[src/common/mem_bus_pkg.sv]
`default_nettype none

package mem_bus_pkg;

	////////////////////////////////////////////////////////////
	// Bus types shared by the upstream and memory sides
	////////////////////////////////////////////////////////////

	localparam int word_bits = 16;    // Byte address width.
	localparam int line_bits = 256;   // One full cache line.

	typedef logic [word_bits-1:0] mem_word_t;
	typedef logic [line_bits-1:0] mem_line_t;

	// Request fields are held as levels until the matching done pulse.
	typedef struct packed
	{
		logic      read;      // Line read.
		logic      write;     // Full line write.
		mem_word_t address;   // Byte address, offset ignored.
		mem_line_t wdata;     // Write payload.
	} mem_req_t;

endpackage : mem_bus_pkg

`default_nettype wire

[src/common/victim_pkg.sv]
`default_nettype none

package victim_pkg;

	import mem_bus_pkg::*;

	////////////////////////////////////////////////////////////
	// Victim buffer tags and controller states
	////////////////////////////////////////////////////////////

	localparam int line_offset_bits = 5;   // 32 bytes per line.
	localparam int tag_bits = $bits(mem_word_t) - line_offset_bits;

	typedef logic [tag_bits-1:0] vc_tag_t;

	typedef enum logic [1:0]
	{
		idle,        // Waiting for a request.
		writeback,   // Oldest entry going out to memory.
		fetch,       // Read miss forwarded to memory.
		done         // One-cycle completion.
	} vc_state_t;

	// Line tag of a byte address.
	function automatic vc_tag_t tag_of(input mem_word_t address);
		return address[$bits(mem_word_t)-1:line_offset_bits];
	endfunction

	// Line-aligned byte address of a tag.
	function automatic mem_word_t line_address(input vc_tag_t tag);
		return {tag, {line_offset_bits{1'b0}}};
	endfunction

endpackage : victim_pkg

`default_nettype wire

[src/rtl/repl_counter.sv]
`timescale 1ns/1ps
`default_nettype none

module repl_counter
#(
	parameter int num_entries = 4,
	localparam int index_bits = $clog2(num_entries),
	localparam int count_bits = $clog2(num_entries + 1)
)
(
	input  logic                  buf_mem_resp,
	input  logic                  rst,
	input  logic                  advance,
	output logic [index_bits-1:0] ptr,
	output logic                  full
);

	logic [count_bits-1:0] count;

	// Pointer names the next free entry, then the oldest once full.
	always_ff @(posedge buf_mem_resp)
	begin
		if (rst)
		begin
			ptr   <= '0;
			count <= '0;
		end
		else if (advance)
		begin
			ptr <= (ptr == index_bits'(num_entries - 1)) ? '0 : ptr + 1'b1;
			if (!full)
				count <= count + 1'b1;   // Saturates at num_entries.
		end
	end

	assign full = (count == count_bits'(num_entries));

endmodule : repl_counter

`default_nettype wire

[src/victim_cache/victim_cache.sv]
`timescale 1ns/1ps
`default_nettype none

module victim_cache
	import mem_bus_pkg::*;
	import victim_pkg::*;
#(
	parameter int num_entries = 4,
	localparam int index_bits = $clog2(num_entries)
)
(
	input  logic      buf_mem_resp,
	input  logic      rst,
	input  mem_req_t  buf_mem_req,
	output logic      buf_mem_done,
	output mem_line_t buf_mem_rdata,
	output mem_req_t  s_mem_req,
	input  logic      s_mem_resp,
	input  mem_line_t s_mem_rdata
);

	logic                   hit;
	logic [index_bits-1:0]  hit_index;
	logic [index_bits-1:0]  ptr;
	logic                   full;
	logic                   advance;
	logic [num_entries-1:0] tag_we;
	logic [num_entries-1:0] line_we;
	logic [num_entries-1:0] valid;
	vc_tag_t                tag_entries [num_entries];
	mem_line_t              line_entries [num_entries];
	vc_tag_t                oldest_tag;
	mem_line_t              oldest_line;
	mem_line_t              hit_line;

	assign oldest_tag  = tag_entries[ptr];    // Writeback candidate.
	assign oldest_line = line_entries[ptr];

	victim_ctrl #(.num_entries(num_entries)) ctrl_inst
	(
		.buf_mem_resp (buf_mem_resp),
		.rst          (rst),
		.buf_mem_req  (buf_mem_req),
		.buf_mem_done (buf_mem_done),
		.buf_mem_rdata(buf_mem_rdata),
		.s_mem_req    (s_mem_req),
		.s_mem_resp   (s_mem_resp),
		.s_mem_rdata  (s_mem_rdata),
		.hit          (hit),
		.hit_index    (hit_index),
		.ptr          (ptr),
		.full         (full),
		.advance      (advance),
		.tag_we       (tag_we),
		.line_we      (line_we),
		.valid        (valid),
		.oldest_tag   (oldest_tag),
		.oldest_line  (oldest_line),
		.hit_line     (hit_line)
	);

	repl_counter #(.num_entries(num_entries)) repl_inst
	(
		.buf_mem_resp(buf_mem_resp),
		.rst         (rst),
		.advance     (advance),
		.ptr         (ptr),
		.full        (full)
	);

	victim_lookup #(.num_entries(num_entries)) lookup_inst
	(
		.address  (buf_mem_req.address),
		.tags     (tag_entries),
		.lines    (line_entries),
		.valid    (valid),
		.hit      (hit),
		.hit_index(hit_index),
		.hit_line (hit_line)
	);

	victim_store #(.num_entries(num_entries), .payload_t(vc_tag_t)) tag_store_inst
	(
		.buf_mem_resp(buf_mem_resp),
		.rst         (rst),
		.we          (tag_we),
		.wdata       (tag_of(buf_mem_req.address)),
		.entries     (tag_entries)
	);

	victim_store #(.num_entries(num_entries), .payload_t(mem_line_t)) line_store_inst
	(
		.buf_mem_resp(buf_mem_resp),
		.rst         (rst),
		.we          (line_we),
		.wdata       (buf_mem_req.wdata),
		.entries     (line_entries)
	);

endmodule : victim_cache

`default_nettype wire

[src/victim_cache/victim_ctrl.sv]
`timescale 1ns/1ps
`default_nettype none

module victim_ctrl
	import mem_bus_pkg::*;
	import victim_pkg::*;
#(
	parameter int num_entries = 4,
	localparam int index_bits = $clog2(num_entries)
)
(
	input  logic                   buf_mem_resp,
	input  logic                   rst,
	input  mem_req_t               buf_mem_req,
	output logic                   buf_mem_done,
	output mem_line_t              buf_mem_rdata,
	output mem_req_t               s_mem_req,
	input  logic                   s_mem_resp,
	input  mem_line_t              s_mem_rdata,
	input  logic                   hit,
	input  logic [index_bits-1:0]  hit_index,
	input  logic [index_bits-1:0]  ptr,
	input  logic                   full,
	output logic                   advance,
	output logic [num_entries-1:0] tag_we,
	output logic [num_entries-1:0] line_we,
	output logic [num_entries-1:0] valid,
	input  vc_tag_t                oldest_tag,
	input  mem_line_t              oldest_line,
	input  mem_line_t              hit_line
);

	vc_state_t state;
	vc_state_t state_next;
	mem_line_t rdata_q;

	////////////////////////////////////////////////////////////
	// Next state and store write enables
	////////////////////////////////////////////////////////////

	always_comb
	begin
		state_next = state;
		tag_we     = '0;
		line_we    = '0;
		advance    = 1'b0;
		unique case (state)
			idle:
				if (buf_mem_req.write)
				begin
					if (hit)
					begin
						line_we[hit_index] = 1'b1;   // Overwrite held line.
						state_next         = done;
					end
					else if (!full)
					begin
						tag_we[ptr]  = 1'b1;   // Take next free entry.
						line_we[ptr] = 1'b1;
						advance      = 1'b1;
						state_next   = done;
					end
					else
						state_next = writeback;
				end
				else if (buf_mem_req.read)
					state_next = hit ? done : fetch;
			writeback:
				if (s_mem_resp)
				begin
					// Oldest entry is out, reuse it for the new line.
					tag_we[ptr]  = 1'b1;
					line_we[ptr] = 1'b1;
					advance      = 1'b1;
					state_next   = done;
				end
			fetch:
				if (s_mem_resp)
					state_next = done;
			done:
				state_next = idle;
		endcase
	end

	always_ff @(posedge buf_mem_resp)
	begin
		if (rst)
		begin
			state <= idle;
			valid <= '0;
		end
		else
		begin
			state <= state_next;
			valid <= valid | tag_we;   // Entries never invalidate.
		end
	end

	// Returned line for either hit or miss.
	always_ff @(posedge buf_mem_resp)
	begin
		if (state == idle && !buf_mem_req.write && buf_mem_req.read && hit)
			rdata_q <= hit_line;
		else if (state == fetch && s_mem_resp)
			rdata_q <= s_mem_rdata;
	end

	////////////////////////////////////////////////////////////
	// Memory side request and upstream response
	////////////////////////////////////////////////////////////

	always_comb
	begin
		s_mem_req = '0;
		if (state == writeback)
		begin
			s_mem_req.write   = 1'b1;
			s_mem_req.address = line_address(oldest_tag);
			s_mem_req.wdata   = oldest_line;
		end
		else if (state == fetch)
		begin
			s_mem_req.read    = 1'b1;
			s_mem_req.address = buf_mem_req.address;   // Held by requester.
		end
	end

	assign buf_mem_done  = (state == done);
	assign buf_mem_rdata = rdata_q;

endmodule : victim_ctrl

`default_nettype wire

[src/victim_cache/victim_lookup.sv]
`timescale 1ns/1ps
`default_nettype none

module victim_lookup
	import mem_bus_pkg::*;
	import victim_pkg::*;
#(
	parameter int num_entries = 4,
	localparam int index_bits = $clog2(num_entries)
)
(
	input  mem_word_t              address,
	input  vc_tag_t                tags [num_entries],
	input  mem_line_t              lines [num_entries],
	input  logic [num_entries-1:0] valid,
	output logic                   hit,
	output logic [index_bits-1:0]  hit_index,
	output mem_line_t              hit_line
);

	vc_tag_t                want_tag;
	logic [num_entries-1:0] match;

	assign want_tag = tag_of(address);

	always_comb
	begin
		for (int i = 0; i < num_entries; i++)
			match[i] = valid[i] && (tags[i] == want_tag);   // Parallel compare.
	end

	// Tags are unique, so the lowest match is the only one.
	always_comb
	begin
		hit_index = '0;
		for (int i = num_entries - 1; i >= 0; i--)
			if (match[i])
				hit_index = index_bits'(i);
	end

	assign hit      = |match;
	assign hit_line = lines[hit_index];   // Don't care on a miss.

endmodule : victim_lookup

`default_nettype wire

[src/victim_cache/victim_store.sv]
`timescale 1ns/1ps
`default_nettype none

module victim_store
#(
	parameter int num_entries = 4,
	parameter type payload_t = logic
)
(
	input  logic                   buf_mem_resp,
	input  logic                   rst,
	input  logic [num_entries-1:0] we,
	input  payload_t               wdata,
	output payload_t               entries [num_entries]
);

	// One register per entry, shared write data.
	always_ff @(posedge buf_mem_resp)
	begin
		if (rst)
		begin
			for (int i = 0; i < num_entries; i++)
				entries[i] <= '0;
		end
		else
		begin
			for (int i = 0; i < num_entries; i++)
				if (we[i])
					entries[i] <= wdata;
		end
	end

endmodule : victim_store

`default_nettype wire
[config.mk]
export PLATFORM = sky130hd
export DESIGN_NAME = victim_cache
export DESIGN_NICKNAME = d
export VERILOG_FILES = /design/src/common/mem_bus_pkg.sv /design/src/common/victim_pkg.sv /design/src/rtl/repl_counter.sv /design/src/victim_cache/victim_cache.sv /design/src/victim_cache/victim_ctrl.sv /design/src/victim_cache/victim_lookup.sv /design/src/victim_cache/victim_store.sv
export SDC_FILE = /design/constraint.sdc
export NUM_CORES = 2
export LEC_CHECK = 0
export BUFFER_PORTS_ARGS = -buffer_cell sky130_fd_sc_hd__buf_4
export CELL_PAD_IN_SITES_DETAIL_PLACEMENT = 0
export CELL_PAD_IN_SITES_GLOBAL_PLACEMENT = 2
export CORE_ASPECT_RATIO = 1.75
export CORE_MARGIN = 5
export CORE_UTILIZATION = 42
export CTS_CLUSTER_DIAMETER = 150
export DETAILED_ROUTE_END_ITERATION = 16
export PLACE_DENSITY = 0.93
export SLEW_MARGIN = 10
export SYNTH_ARGS = -nofsm -noshare
export SYNTH_HDL_FRONTEND = slang
export SYNTH_HIERARCHICAL = 1
export SYNTH_SLANG_ARGS = --single-unit
[constraint.sdc]
create_clock -name buf_mem_resp -period 18.2 [get_ports buf_mem_resp]
set_input_delay 0.91 -clock buf_mem_resp [delete_from_list [all_inputs] [get_ports buf_mem_resp]]
set_output_delay 0.91 -clock buf_mem_resp [all_outputs]
set_load 0.05 [all_outputs]
==> flow_summary.json <==
{
  "rows": 197,
  "ys_types": 50,
  "place_ws_ns": 11.87,
  "hpwl_microns": 145000,
  "worstHoldStart": "buf_mem_req[160]",
  "ant_nets": 0,
  "portBuffers": 1063,
  "fmax_mhz": 177,
  "drt_pass1_iterations": 8,
  "synthFlopType": "dfxtp_1",
  "fin_skew_ns": 0.0666,
  "critPathMaxFanout": 61,
  "min_to": "line_store_inst/entries[416]",
  "met3_usage": 0.0728,
  "setup_slack_ns": 12.55,
  "yosys.area.top_type": "dfxtp_1",
  "rsz0062_at_grt": "false",
  "synth-edff-count": 256,
  "drive_above_1_share": 0.238,
  "areaGrowthSynthToFinish_pct": 15.9,
  "crit_path_end_kind": "flip-flop",
  "setup.worst_path.class": "flip-flop to flip-flop",
  "finalCritPeriodShare": 0.310,
  "ir_drop_uv": 98.8,
  "grt_pass1_vias": 47900,
  "grtUsageTotal": 0.236,
  "rrSetupSlack_ns": 12.55,
  "slew_violations": 0,
  "wl_per_cell_microns": 24.6,
  "tns_ns": 0,
  "top_usage_layer": "met2",
  "relSlewSlack": 0.128,
  "crit_family": "buffers and inverters",
  "drt_iter0_drc": 2555,
  "crit-reg2reg-launch": "tag_store_inst/entries[6]",
  "async_flop_share": 0,
  "cts_buffers": 140,
  "clk_pin_slew_ns": 0.07,
  "path_cells": "xnor2_1 > nand4_1 > or3_1 > a211oi_4 > buf_4 > buf_4 > buf_4 > buf_4 > mux2i_1 > mux2i_1 > mux2_1",
  "gp_congestion": 0.903,
  "dp.cells": 8506,
  "power.density_mw_per_mm2": 118,
  "crit_top_cell": "buf_4",
  "ctsResizeCount": 0,
  "p_leak_nw": 28.4,
  "netlist_instances": 5647,
  "stdcell_count": 8764,
  "cts_root_buffer": "clkbuf_16",
  "grt_util_met1": 0.281,
  "die_y_microns": 546,
  "finalCriticalPeriod_ns": 5.65,
  "drc_errors": 0,
  "clockBufferDepth": 4,
  "cts_num_sinks": 1335,
  "grtUsageMet2": 0.403,
  "drv_cap": 0,
  "reg2reg_depth": 11,
  "grt_start_max_net_pins": 237,
  "ys_top_cells_by_area": "dfxtp_1, mux2i_1, edfxtp_1",
  "synth_seq_area_share": 0.424,
  "grt_pass1_wl_microns": 315000,
  "hold_depth": 3,
  "n_fill_cell": 15100,
  "crit_start": "tag_store_inst/entries[6]",
  "setup_violations": 0,
  "clk_latency_ns": 0.79,
  "fin_nets": 7000,
  "holdBufCountCts": 0,
  "antenna_found_initial": 51,
  "synth_top_area_frac": 0.313,
  "layout.area.seq_sq_mm": 0.0293,
  "multi_input_area_sq_mm": 0.0349,
  "worst_path_max_delay_cell": "buf_4",
  "pin_count": 1064,
  "cp-start-kind": "flip-flop",
  "crit_arrival_ns": 6.13,
  "h-tree-depth": 4,
  "critPathMaxStageDelay_ns": 0.94,
  "cp.required_ns": 18.68,
  "detailroute.via_count": 47300,
  "hold_viol": 0,
  "yosys_warnings": 6,
  "viasPerCell": 5.39,
  "min_path_type": "input port to flip-flop",
  "cts_post_setup_buffers_inserted": 0,
  "die-area_sq_mm": 0.173,
  "postRouteWirelength_microns": 215000,
  "synth_fp_nets": 6188,
  "outcome": "complete, no violations",
  "start_util": 0.421,
  "tightest_slew_ns": 1.31,
  "cts_tree": "built",
  "ys_seq_elements": 1335,
  "synth_area_per_cell_sq_um": 12.2,
  "grt_overflow": 0,
  "rr_endpoint": "ctrl_inst/buf_mem_rdata[147]",
  "die_w_microns": 316,
  "synth_area_sq_mm": 0.0690,
  "crit_buf_inv": 4,
  "fp.coreArea_sq_mm": 0.164
}
[area by class of cell]
cell class,count,share of cell area
antenna,16,0.000500
clock buffer,201,0.0514
clock inverter,41,0.00391
inverter,6,0.000281
multi-input combinational,3848,0.436
sequential,1335,0.366
tap,2189,0.0342
timing repair buffer,1128,0.108
[flip-flops by register name, summed over array words and instances (netlist names)]
signal / cells
ctrl_inst/state: 2
ctrl_inst/buf_mem_rdata: 256
repl_inst/ptr: 2
ctrl_inst/valid: 4
repl_inst/count: 3
line_store_inst/entries: 1024
tag_store_inst/entries: 44
[per-layer routing]
layer | vias to the layer above | wire length (microns)
met5 | - | 389
met4 | 56 | 8520
met3 | 372 | 18200
met2 | 1504 | 104000
met1 | 23500 | 84000
li1 | 21800 | -
[power by group]
part | internal (mW) | total (mW) | switching [mW] | leakage [nW]
Sequential | 3.39 | 3.65 | 0.262 | 11.1
Combinational | 1.20 | 3.00 | 1.80 | 15.1
Clock | 1.61 | 2.82 | 1.21 | 2.18
[cells by family after synthesis]
kind of cell | count (synthesis) | synth area share
buffers and inverters | 464 | 0.0724
xor gates and xnor gates | 44 | 0.00645
and+or+nand+nor | 1403 | 0.0885
muxes | 2362 | 0.404
AOI/OAI and AO/OA | 31 | 0.00339
DFF | 1335 | 0.424
adders and majority gates | 8 | 0.00145
[worst min-delay path, cell delays in order]
cell and delay (ns):
buf_4 0.10, mux2i_1 0.06, nor2_1 0.07
[layout by cell type (no fill, tap or decap), types with 3 or more instances in the layout]
master,instances
mux2i_1,1838
buf_4,1115
dfxtp_1,1077
nor2_1,1072
and2_1,262
edfxtp_1,256
mux2_1,201
mux4_2,146
clkbuf_16,146
mux4_1,121
xnor2_1,36
clkbuf_1,30
mux2_4,29
mux2_2,27
clkbuf_8,25
nand4_1,25
clkinv_2,19
diode_2,16
buf_12,12
a22o_1,11
clkinv_1,9
nand2b_1,9
nor3_1,8
xnor2_2,8
a21oi_1,7
ha_1,7
inv_1,6
clkinv_4,3
bufinv_16,3
nor2_2,3
o22ai_4,3
o31ai_1,3
or3_1,3
[worst max-delay path by stage]
stage	endpoint	slack, ns	cells past startpoint
2_1_floorplan	ctrl_inst/buf_mem_rdata[0]	9.57	10
3_5_place_dp	ctrl_inst/buf_mem_rdata[107]	11.87	12
3_3_place_gp	ctrl_inst/buf_mem_rdata[145]	11.97	12
4_1_cts	ctrl_inst/buf_mem_rdata[147]	12.59	11
5_1_grt	ctrl_inst/buf_mem_rdata[109]	12.37	11
6_report	ctrl_inst/buf_mem_rdata[147]	12.55	11
[cell usage after synthesis (2+ instances only)]
cell and count:
o31ai_1 3, nor4b_1 2, nand2_1 3, mux4_1 121, and2_1 262, ha_1 8
or3_1 3, nand2b_1 9, buf_8 17, buf_6 73, edfxtp_1 256, nor2_1 1076
buf_1 6, mux2_4 29, mux2_1 201, inv_1 6, mux4_2 146, a21oi_1 7
mux2_2 27, nor3b_1 2, clkbuf_1 77, nor3_1 9, xnor2_1 36, buf_12 139
buf_2 131, bufbuf_8 3, buf_4 11, xnor2_2 8, nand4_1 25, a22o_1 11
dfxtp_1 1079, o22ai_1 3, nor4_1 2, mux2i_1 1838, nor2b_1 3
[metrics by stage]
step	hold WS, ns	util	power (mW)	instance area (sq um)
finish	0.388	0.487	9.48	80000
floorplan	0.448	-	6.02	69000
CTS	0.317	0.487	9.58	80000
detailed placement	0.498	0.460	6.73	75600
global placement	0.477	0.460	6.69	75600
global route	0.353	0.487	9.89	80000
(Power assumes the default switching activity.)
